[config.mk]
export PLATFORM = sky130hd
export DESIGN_NAME = phase_detector_top
export DESIGN_NICKNAME = d
export VERILOG_FILES = /design/src/rtl/pd_pkg.sv /design/src/rtl/edge_capture.sv /design/src/rtl/interval_counter.sv /design/src/rtl/lead_lag_arbiter.sv /design/src/rtl/phase_detector_top.sv /design/src/rtl/phase_error_combiner.sv
export SDC_FILE = /design/constraint.sdc
export NUM_CORES = 1
export LEC_CHECK = 0
export ABC_AREA = 0
export BUFFER_PORTS_ARGS = -buffer_cell sky130_fd_sc_hd__buf_2
export CAP_MARGIN = 30
export CORE_MARGIN = 10
export CORE_UTILIZATION = 45
export DETAILED_ROUTE_END_ITERATION = 8
export GPL_ROUTABILITY_DRIVEN = 0
export GPL_TIMING_DRIVEN = 0
export PLACE_DENSITY = 0.66
export SETUP_SLACK_MARGIN = 0.2
export SYNTH_ARGS = -nofsm -noshare
export SYNTH_HDL_FRONTEND = slang
export SYNTH_SLANG_ARGS = --single-unit
[constraint.sdc]
create_clock -name done_c -period 1.36 [get_ports done_c]
set_input_delay 0 -clock done_c [delete_from_list [all_inputs] [get_ports done_c]]
set_output_delay 0 -clock done_c [all_outputs]
set_load 0.01 [all_outputs]
[src/rtl/pd_pkg.sv]
package pd_pkg;

    // Signed phase error, the sign bit plus the magnitude
    localparam int PD_WIDTH  = 5;
    localparam int MAG_WIDTH = PD_WIDTH - 1;

    // Largest distance in cycles that a measurement can report
    localparam logic [MAG_WIDTH-1:0] MAG_MAX = '1;

    // One-cycle pulses that mark the first high sample of each input
    typedef struct packed {
        logic ref_rise;
        logic gen_rise;
    } edge_pair_t;

    typedef struct packed {
        logic done;       // Both edges of the measurement are in
        logic gen_first;  // Generated edge came strictly earlier
    } lead_t;

    typedef struct packed {
        logic [MAG_WIDTH-1:0] magnitude;
    } span_t;

endpackage

[src/rtl/edge_capture.sv]
module edge_capture (
    input  logic               done_c,
    input  logic               reset_i,
    input  logic               reference_i,
    input  logic               generated_i,
    output pd_pkg::edge_pair_t edges_o
);

    logic ref_cur_r;
    logic ref_prev_r;
    logic gen_cur_r;
    logic gen_prev_r;

    // The current sample is the first flop that sees the input, the
    // previous one holds it for one more cycle
    always_ff @(posedge done_c or posedge reset_i)
    begin
        if (reset_i)
        begin
            ref_cur_r  <= 1'b0;
            ref_prev_r <= 1'b0;
            gen_cur_r  <= 1'b0;
            gen_prev_r <= 1'b0;
        end
        else
        begin
            ref_cur_r  <= reference_i;
            ref_prev_r <= ref_cur_r;
            gen_cur_r  <= generated_i;
            gen_prev_r <= gen_cur_r;
        end
    end

    assign edges_o.ref_rise = ref_cur_r & ~ref_prev_r;  // High for the cycle after the first high sample
    assign edges_o.gen_rise = gen_cur_r & ~gen_prev_r;

endmodule

[src/rtl/interval_counter.sv]
module interval_counter (
    input  logic               done_c,
    input  logic               reset_i,
    input  pd_pkg::edge_pair_t edges_i,
    input  pd_pkg::lead_t      lead_i,
    output pd_pkg::span_t      span_o
);

    logic                         running_r;
    logic [pd_pkg::MAG_WIDTH-1:0] count_r;
    logic                         any_rise_c;

    assign any_rise_c = edges_i.ref_rise | edges_i.gen_rise;

    // The count advances on every edge from the first pulse on, so in the
    // cycle of the second pulse it equals the edge distance between inputs
    always_ff @(posedge done_c or posedge reset_i)
    begin
        if (reset_i)
        begin
            running_r <= 1'b0;
            count_r   <= '0;
        end
        else if (lead_i.done)
        begin
            running_r <= 1'b0;
            count_r   <= '0;
        end
        else if (running_r)
        begin
            if (count_r != pd_pkg::MAG_MAX)
            begin
                count_r <= count_r + 1'b1;
            end
        end
        else if (any_rise_c)
        begin
            running_r <= 1'b1;
            count_r   <= {{(pd_pkg::MAG_WIDTH-1){1'b0}}, 1'b1};  // First edge already counts
        end
    end

    assign span_o.magnitude = count_r;  // Zero when both inputs rise together

    // Held at the limit rather than wrapping past it
    magnitude_limit_a : assert property (
        @(posedge done_c) disable iff (reset_i)
        (running_r && !lead_i.done) |=> (span_o.magnitude >= $past(span_o.magnitude))
    );

endmodule

[src/rtl/lead_lag_arbiter.sv]
module lead_lag_arbiter (
    input  logic               done_c,
    input  logic               reset_i,
    input  pd_pkg::edge_pair_t edges_i,
    output pd_pkg::lead_t      lead_o
);

    logic seen_ref_r;
    logic seen_gen_r;
    logic gen_first_r;
    logic open_c;
    logic ref_hit_c;
    logic gen_hit_c;
    logic both_seen_c;

    assign open_c      = seen_ref_r | seen_gen_r;
    assign ref_hit_c   = seen_ref_r | edges_i.ref_rise;  // Repeat rises of a seen input change nothing
    assign gen_hit_c   = seen_gen_r | edges_i.gen_rise;
    assign both_seen_c = ref_hit_c & gen_hit_c;

    always_ff @(posedge done_c or posedge reset_i)
    begin
        if (reset_i)
        begin
            seen_ref_r  <= 1'b0;
            seen_gen_r  <= 1'b0;
            gen_first_r <= 1'b0;
        end
        else if (both_seen_c)
        begin
            // Measurement closes, back to idle
            seen_ref_r <= 1'b0;
            seen_gen_r <= 1'b0;
        end
        else
        begin
            seen_ref_r <= ref_hit_c;
            seen_gen_r <= gen_hit_c;
            // Only one input can rise here, a joint rise closes at once
            if (!open_c && (edges_i.ref_rise || edges_i.gen_rise))
            begin
                gen_first_r <= edges_i.gen_rise;
            end
        end
    end

    // Closing straight from idle means both rose together
    assign lead_o.done      = both_seen_c;
    assign lead_o.gen_first = open_c ? gen_first_r : 1'b0;

    // The sign reported at done is the one taken at the opening edge
    gen_first_held_a : assert property (
        @(posedge done_c) disable iff (reset_i)
        (open_c && !both_seen_c) |=> (lead_o.gen_first == $past(lead_o.gen_first))
    );

endmodule

[src/rtl/phase_detector_top.sv]
module phase_detector_top (
    input  logic                               done_c,
    input  logic                               reset_i,
    input  logic                               reference_i,
    input  logic                               generated_i,
    output logic signed [pd_pkg::PD_WIDTH-1:0] pd_error_o,
    output logic                               gen_leads_o,
    output logic                               pd_valid_o
);

    pd_pkg::edge_pair_t edges_c;
    pd_pkg::lead_t      lead_c;
    pd_pkg::span_t      span_c;

    edge_capture u_edge_capture (
        .done_c      (done_c),
        .reset_i     (reset_i),
        .reference_i (reference_i),
        .generated_i (generated_i),
        .edges_o     (edges_c)
    );

    // Sign and magnitude are found side by side from the same pulses
    lead_lag_arbiter u_lead_lag_arbiter (
        .done_c  (done_c),
        .reset_i (reset_i),
        .edges_i (edges_c),
        .lead_o  (lead_c)
    );

    interval_counter u_interval_counter (
        .done_c  (done_c),
        .reset_i (reset_i),
        .edges_i (edges_c),
        .lead_i  (lead_c),    // Done clears the count
        .span_o  (span_c)
    );

    phase_error_combiner u_phase_error_combiner (
        .done_c      (done_c),
        .reset_i     (reset_i),
        .lead_i      (lead_c),
        .span_i      (span_c),
        .pd_error_o  (pd_error_o),
        .gen_leads_o (gen_leads_o),
        .pd_valid_o  (pd_valid_o)
    );

endmodule

[src/rtl/phase_error_combiner.sv]
module phase_error_combiner (
    input  logic                               done_c,
    input  logic                               reset_i,
    input  pd_pkg::lead_t                      lead_i,
    input  pd_pkg::span_t                      span_i,
    output logic signed [pd_pkg::PD_WIDTH-1:0] pd_error_o,
    output logic                               gen_leads_o,
    output logic                               pd_valid_o
);

    logic [pd_pkg::PD_WIDTH-1:0]        mag_ext_c;
    logic [pd_pkg::PD_WIDTH-1:0]        error_next_c;
    logic signed [pd_pkg::PD_WIDTH-1:0] error_r;
    logic                               gen_leads_r;
    logic                               valid_r;

    assign mag_ext_c = {1'b0, span_i.magnitude};

    // Two's complement when the generated signal leads
    assign error_next_c = lead_i.gen_first ? (~mag_ext_c + 1'b1) : mag_ext_c;

    always_ff @(posedge done_c or posedge reset_i)
    begin
        if (reset_i)
        begin
            error_r     <= '0;
            gen_leads_r <= 1'b0;
            valid_r     <= 1'b0;
        end
        else
        begin
            valid_r <= lead_i.done;
            if (lead_i.done)
            begin
                error_r     <= $signed(error_next_c);
                gen_leads_r <= lead_i.gen_first;
            end
        end
    end

    assign pd_error_o  = error_r;  // Holds until the next result
    assign gen_leads_o = gen_leads_r;
    assign pd_valid_o  = valid_r;

    // A result needs a full new measurement, so valid can never repeat at once
    valid_single_pulse_a : assert property (
        @(posedge done_c) disable iff (reset_i)
        pd_valid_o |=> !pd_valid_o
    );

endmodule

==> run summary, run 1 <==
R2R depth -> 4
Ys flop type -> dfrtp_1
Leakage -> 0.491 nW
Num CTS Buffers -> 3
Antenna Cells -> 0
Final Max Tran Viols -> 0
Synth top area cells -> dfrtp_1 (58%), nand2_1 (3.7%), nor2_1 (3.2%), xnor2_1 (3.2%), ha_1 (3.1%)
Fraction of the mapped netlist area in adder cells -> 3.06%
Flops & latches, synth -> 19
Post-DP Area -> 898 um2
IO buf count -> 10
Placement row count -> 15
Vias/cell -> 4.92
Pre-CTS setup slack -> 0.0607 ns
CP top delay family -> simple AND/OR/NAND/NOR gates
Mux cell area share after synthesis -> 1.23%
Die W -> 62.6 um
Crit share post-route -> 96.6%
Final Critical Period -> 1.31 ns
Initial Util -> 47.3%
Area growth syn-to-layout -> 31.2%
Startpoint Class -> flop
Post-synthesis sequential area ratio -> 58.2%
Yosys warns -> 0
WP buf/inv -> 0
Post-synth top area cell -> dfrtp_1
Worst rel slew slack -> 53.6%
Worst Skew -> 0.00372 ns
Power, Total -> 1.88 mW
Largest net degree at the start of global routing -> 20
Worst path max stage delay -> 0.41 ns
Mapped Area -> 817 um2
Gr ovfl total -> 0
Ports -> 11
Die H -> 62.6 um
Distinct cells, synth -> 25
CP max FO -> 6
Layout cells sized above 1 -> 38.0%
NumNets Final -> 107
Share of the synthesized area in the top cell type -> 58.2%
RSZ-0062 raised after global routing -> true
Post-Route WL -> 1660 um
Vias in the first global route -> 630
First drt pass iteration count -> 2
First-pass GRT wire length -> 2750 um
Cells after Synth -> 76
Critical Path, Cell by Cell -> nor2b_4 -> or3_4 -> a21o_1 -> a21oi_2
Clock latency at the later pin of the worst-skew pair -> 0.29 ns
Worst path arrival time -> 1.54 ns
Top-count cell post-synth -> dfrtp_1
Share of flip-flops with an asynchronous set or reset -> 100%
Hold Worst Slack -> 0.340 ns
DRC errors left -> 0
Crit. path cell count -> 4
Setup TNS -> 0 ns
Routed length per instance -> 13.3 um
Status -> complete, no violations
Syn_nets -> 82
Clock root buffer -> clkbuf_4
Post-synthesis average cell area -> 10.8 um2
XOR/XNOR Fraction of Synth Area -> 3.22%
H-tree levels -> 1
CTS tree -> built
Core Area -> 1730 um2
Synth Area in Compound Gates -> 15.8%
Post-synth top cells -> dfrtp_1 (19), nand2_1 (8), nor2_1 (7)
Total GRT Usage -> 8.79%
Worst IR Drop VDD -> 0.000792 V
Number of max-cap violations -> 0
Worst slew pin tran -> 0.696 ns
Worst hold path type -> input port to asynchronous set/reset pin
FMAX -> 761 MHz
Post-DP HPWL -> 1040 um
Die area -> 3920 um2
Sink Count -> 19
P per Cell Area -> 1760 nW/um2
# setup viols final -> 0
Final setup margin -> 0.0467 ns
Clock tree buffer depth -> 2
Initial DRC count -> 2
Initial antenna violation count -> 0
Crit-path slowest cell -> dfrtp_1
Vias -> 615
Fillers -> 145
Post-synth EDFFs -> 0
Fin area -> 1070 um2
Final hold vios -> 0
Worst path required time -> 1.59 ns
Worst Setup End Kind -> flop
Largest family of logic cells by synthesized area -> compound AO/OA/AOI/OAI gates
Clock slew at reported path FFs -> 0.11 ns
Post-DRT Antenna Nets -> 0
Post-Synth Simple-Gate Area -> 15.5%
CP Class -> flop to flop
-- kinds of logic (layout without fill, tap and decap cells) --
| kind of cell | Yosys count | after routing |
|---|---|---|
| buf+inv | 6 | 30 |
| flops | 19 | 19 |
| mux | 1 | 1 |
| fa+ha+maj | 2 | 2 |
| xor+xnor | 3 | 3 |
| compound gates | 20 | 20 |
| simple gates | 25 | 25 |
-- state kept, by name, summed over array words and instances (netlist names) --
signal                              flops
u_lead_lag_arbiter.gen_first_r          1
u_phase_error_combiner.pd_error_o       5
u_lead_lag_arbiter.seen_ref_r           1
u_phase_error_combiner.pd_valid_o       1
u_edge_capture.gen_prev_r               1
u_phase_error_combiner.gen_leads_o      1
u_edge_capture.gen_cur_r                1
u_edge_capture.ref_prev_r               1
u_interval_counter.span_o               4
u_interval_counter.running_r            1
u_edge_capture.ref_cur_r                1
u_lead_lag_arbiter.seen_gen_r           1
-- timing repair --
item / 4_1_cts / 5_1_grt
setup endpoints to repair: 10 / 10
gates resized for setup: 4 / 15
pin swaps: 2 / 5
cloned: 0 / 1
hold buffers: 3 / 0
endpoints found under the hold margin: 21 / 0
buffers inserted: 4 / 2
-- final timing paths --
kind / startpoint / end / slack [ns]
max: u_edge_capture.gen_cur_r / u_interval_counter.span_o[1] / 0.05
min: reset_i / u_edge_capture.gen_cur_r / 0.34
max reg2reg: u_edge_capture.gen_cur_r / u_interval_counter.span_o[1] / 0.05
min reg2reg: u_edge_capture.ref_cur_r / u_edge_capture.ref_prev_r / 0.40
max in group asynchronous: reset_i / u_interval_counter.span_o[1] / 0.54
min in group done_c: reference_i / u_edge_capture.ref_cur_r / 0.34
-- per-stage QoR --
stage	cells	utilization, %
floorplan	76	-
global placement	111	52.0
detailed placement	111	52.0
CTS	122	58.3
global route	125	62.1
finish	125	62.1
-- tightest hold or removal path, cell delays in order --
cell	delay [ns]
dlygate4sd3_1	0.53
buf_2	0.12
inv_1	0.50
-- routing by layer --
metal	up-vias	share of wire (%)	track usage [%]
met4	0	0.72	5.31
li1	317	-	-
met3	2	5.7	4.12
met2	8	50	13.6
met5	-	0	0
met1	288	44	9.57
-- report_power, final --
part / leakage [nW] / internal (mW) / total (mW) / switching (mW)
clock: 0.0177 / 0.109 / 0.284 / 0.175
sequential: 0.235 / 0.723 / 0.857 / 0.135
combinational: 0.238 / 0.371 / 0.742 / 0.371
total: 0.491 / 1.20 / 1.88 / 0.681
-- cell type report --
| type | count | area (um2) | area share, % |
|---|---|---|---|
| Buffer | 2 | 16.3 | 1.52 |
| Clock buffer | 3 | 22.5 | 2.10 |
| Clock inverter | 1 | 5.00 | 0.467 |
| Inverter | 4 | 17.5 | 1.63 |
| Multi-Input combinational cell | 51 | 370 | 34.5 |
| Sequential cell | 19 | 479 | 44.7 |
| Tap cell | 25 | 31.3 | 2.92 |
| Timing Repair Buffer | 20 | 130 | 12.1 |
-- cell usage in the layout (no fill, tap or decap) --
| cell | n |
|---|---|
| mux2i_2 | 1 |
| buf_4 | 6 |
| clkbuf_4 | 3 |
| a21oi_2 | 1 |
| a21oi_1 | 4 |
| nand4_1 | 1 |
| a21o_1 | 2 |
| nor3_4 | 1 |
| a311oi_1 | 1 |
| nand2_1 | 8 |
| o21ai_0 | 3 |
| o22ai_4 | 1 |
| a211oi_1 | 2 |
| nor3_1 | 3 |
| a31oi_1 | 1 |
| o31ai_1 | 1 |
| dfrtp_1 | 16 |
| o21ai_1 | 3 |
| nor2b_4 | 2 |
| clkinv_2 | 1 |
| ha_1 | 1 |
| nor2_2 | 1 |
| ha_4 | 1 |
| or3_4 | 1 |
| buf_2 | 12 |
| dfrtp_2 | 3 |
| dlygate4sd3_1 | 3 |
| inv_4 | 1 |
| inv_1 | 2 |
| buf_6 | 1 |
| nand3_1 | 2 |
| xnor2_1 | 3 |
| inv_2 | 1 |
| o21ai_4 | 1 |
| nor2_1 | 6 |
Power figures use the tool's default switching activity.
==> run 2: changes to the inputs <==
--- a/config.mk
+++ b/config.mk
@@ -9,11 +9,11 @@
 export BUFFER_PORTS_ARGS = -buffer_cell sky130_fd_sc_hd__buf_2
 export CAP_MARGIN = 30
 export CORE_MARGIN = 10
-export CORE_UTILIZATION = 45
+export CORE_UTILIZATION = 53
 export DETAILED_ROUTE_END_ITERATION = 8
 export GPL_ROUTABILITY_DRIVEN = 0
 export GPL_TIMING_DRIVEN = 0
-export PLACE_DENSITY = 0.66
+export PLACE_DENSITY = 0.75
 export SETUP_SLACK_MARGIN = 0.2
 export SYNTH_ARGS = -nofsm -noshare
 export SYNTH_HDL_FRONTEND = slang
==> run summary, run 2 (synthesis gave the netlist of run 1 again) <==
Status -> complete, no violations (unchanged)
Crit share post-route -> 94.1% (was 96.6%)
CTS tree -> built (unchanged)
Final setup margin -> 0.0807 ns (was 0.0467 ns)
WP buf/inv -> 0 (unchanged)
Worst rel slew slack -> 54.2% (was 53.6%)
Worst path required time -> 1.59 ns (about the same)
Crit-path slowest cell -> dfrtp_1 (unchanged)
Max FFs per register -> 5 (unchanged)
Wl on met1 -> 647 um (was 724 um)
Layout cells sized above 1 -> 33.7% (was 38.0%)
Post-DP Area -> 887 um2 (was 898 um2)
Core Area -> 1490 um2 (was 1730 um2)
FMAX -> 782 MHz (was 761 MHz)
Worst Skew -> 0.00542 ns (was 0.00372 ns)
Power, Total -> 1.80 mW (was 1.88 mW)
NumNets Final -> 105 (was 107)
Pre-CTS setup slack -> 0.0553 ns (was 0.0607 ns)
Placement row count -> 14 (was 15)
Sink Count -> 19 (unchanged)
H-tree levels -> 1 (unchanged)
Gr ovfl total -> 0 (unchanged)
Comb pwr share -> 36.9% (was 39.4%)
Fin area -> 1030 um2 (was 1070 um2)
Top Layer Used -> met4 (unchanged)
Routed wl met3 -> 118 um (was 94 um)
Net Sw Frac -> 35.9% (was 36.1%)
Die H -> 59.3 um (was 62.6 um)
P per Cell Area -> 1750 nW/um2 (was 1760 nW/um2)
Critical Path, Cell by Cell -> nor2b_4 -> or3_4 -> a21o_1 -> a21oi_2 (unchanged)
Clock latency at the later pin of the worst-skew pair -> 0.29 ns (about the same)
DRC errors left -> 0 (unchanged)
Final Critical Period -> 1.28 ns (was 1.31 ns)
IO buf count -> 10 (unchanged)
# setup viols final -> 0 (unchanged)
CP top delay family -> simple AND/OR/NAND/NOR gates (unchanged)
Worst hold path type -> input port to asynchronous set/reset pin (unchanged)
Routed wl met2 -> 766 um (was 825 um)
Post-Route WL -> 1540 um (was 1660 um)
Die area -> 3510 um2 (was 3920 um2)
Reg power frac -> 47.8% (was 45.5%)
Worst path max stage delay -> 0.40 ns (was 0.41 ns)
Total GRT Usage -> 9.26% (was 8.79%)
Final hold vios -> 0 (unchanged)
RSZ-0062 raised after global routing -> true (unchanged)
CP max FO -> 4 (was 6)
Largest net degree at the start of global routing -> 20 (unchanged)
Most frequent cells in the layout -> dfrtp_1 (17), buf_2 (11), nand2_1 (8) (was dfrtp_1 (16), buf_2 (12), nand2_1 (8))
Power share of the clock group -> 15.3% (was 15.1%)
Routed length per instance -> 13.5 um (was 13.3 um)
Post-DP HPWL -> 1030 um (was 1040 um)
Finished Core Util -> 69.2% (was 62.1%)
Post-DRT Antenna Nets -> 0 (unchanged)
Clock slew at reported path FFs -> 0.10 ns (was 0.11 ns)
Final Max Tran Viols -> 0 (unchanged)
Number of max-cap violations -> 0 (unchanged)
Setup TNS -> 0 ns (unchanged)
Vias -> 599 (was 615)
Net Switching -> 646 uW (was 681 uW)
Initial Util -> 54.9% (was 47.3%)
First drt pass iteration count -> 4 (was 2)
Die W -> 59.3 um (was 62.6 um)
Area growth syn-to-layout -> 26.2% (was 31.2%)
Cell Int Power -> 1.16 mW (was 1.20 mW)
Leakage -> 0.484 nW (was 0.491 nW)
Startpoint Class -> flop (unchanged)
CP Class -> flop to flop (unchanged)
Commonest non-fill, non-tap cell in the layout -> dfrtp_1 (unchanged)
Vias in the first global route -> 595 (was 630)
Initial antenna violation count -> 0 (unchanged)
Worst slew pin tran -> 0.686 ns (was 0.696 ns)
Ports -> 11 (unchanged)
First-pass GRT wire length -> 2530 um (was 2750 um)
Vias/cell -> 5.25 (was 4.92)
Fillers -> 121 (was 145)
Num CTS Buffers -> 3 (unchanged)
Clock tree buffer depth -> 2 (unchanged)
Clock root buffer -> clkbuf_4 (unchanged)
Worst IR Drop VDD -> 0.00110 V (was 0.000792 V)
Worst Setup End Kind -> flop (unchanged)
Worst path arrival time -> 1.51 ns (was 1.54 ns)
Antenna Cells -> 0 (unchanged)
Initial DRC count -> 5 (was 2)
[run 2: cell type report]
type	instances	area, um2	share of cell area (%)
Sequential cell	19	478	46.4
Multi-Input combinational cell	51	360	35.0
Timing Repair Buffer	18	118	11.4
Clock buffer	3	22.5	2.18
Tap cell	16	20.0	1.94
Inverter	4	15.0	1.46
Buffer	2	12.5	1.21
Clock inverter	1	5.00	0.485
[run 2: stage by stage]
step                      hold WS (ns)  instances
after floorplan                -0.0489         76
after global placement           0.108        102
after detailed placement         0.109        102
after CTS                        0.323        112
after global routing             0.339        114
final                            0.342        114
[run 2: timing repair]
item / in CTS / in global routing
hold endpoints to repair: 21 / 0
hold buffers: 3 / 0
pin swaps: 5 / 2
gates resized for setup: 3 / 8
setup buffers: 3 / 2
setup endpoints to repair: 9 / 10
[run 2: power by group through the flow]
stage | Sequential (mW) | Clock (mW) | Combinational, mW
floorplan | 0.876 | 0 | 0.370
global placement | 0.850 | 0 | 0.549
detailed placement | 0.860 | 0 | 0.567
CTS | 0.846 | 0.289 | 0.613
global route | 0.884 | 0.307 | 0.763
finish | 0.861 | 0.275 | 0.666
[run 2: worst paths after layout]
check,start,endpoint,slack [ns],cells past startpoint
hold reg to reg,u_edge_capture.gen_cur_r,u_edge_capture.gen_prev_r,0.39,0
setup / recovery,u_edge_capture.ref_cur_r,u_interval_counter.span_o[1],0.08,4
max in group asynchronous,reset_i,u_lead_lag_arbiter.seen_gen_r,0.55,3
hold / removal,reset_i,u_lead_lag_arbiter.gen_first_r,0.34,3
setup reg to reg,u_edge_capture.ref_cur_r,u_interval_counter.span_o[1],0.08,4
min in group done_c,reference_i,u_edge_capture.ref_cur_r,0.35,2
[run 2: worst min-delay path: stages]
cell and delay, ns:
dlygate4sd3_1 0.53, buf_2 0.12, inv_1 0.50
[run 2: per-layer routing]
metal  GRT usage [%]  vias to the layer above
li1                -                      308
met1            10.5                      273
met2            14.4                       16
met3            5.15                        2
met4            2.95                        0
met5               0                        -
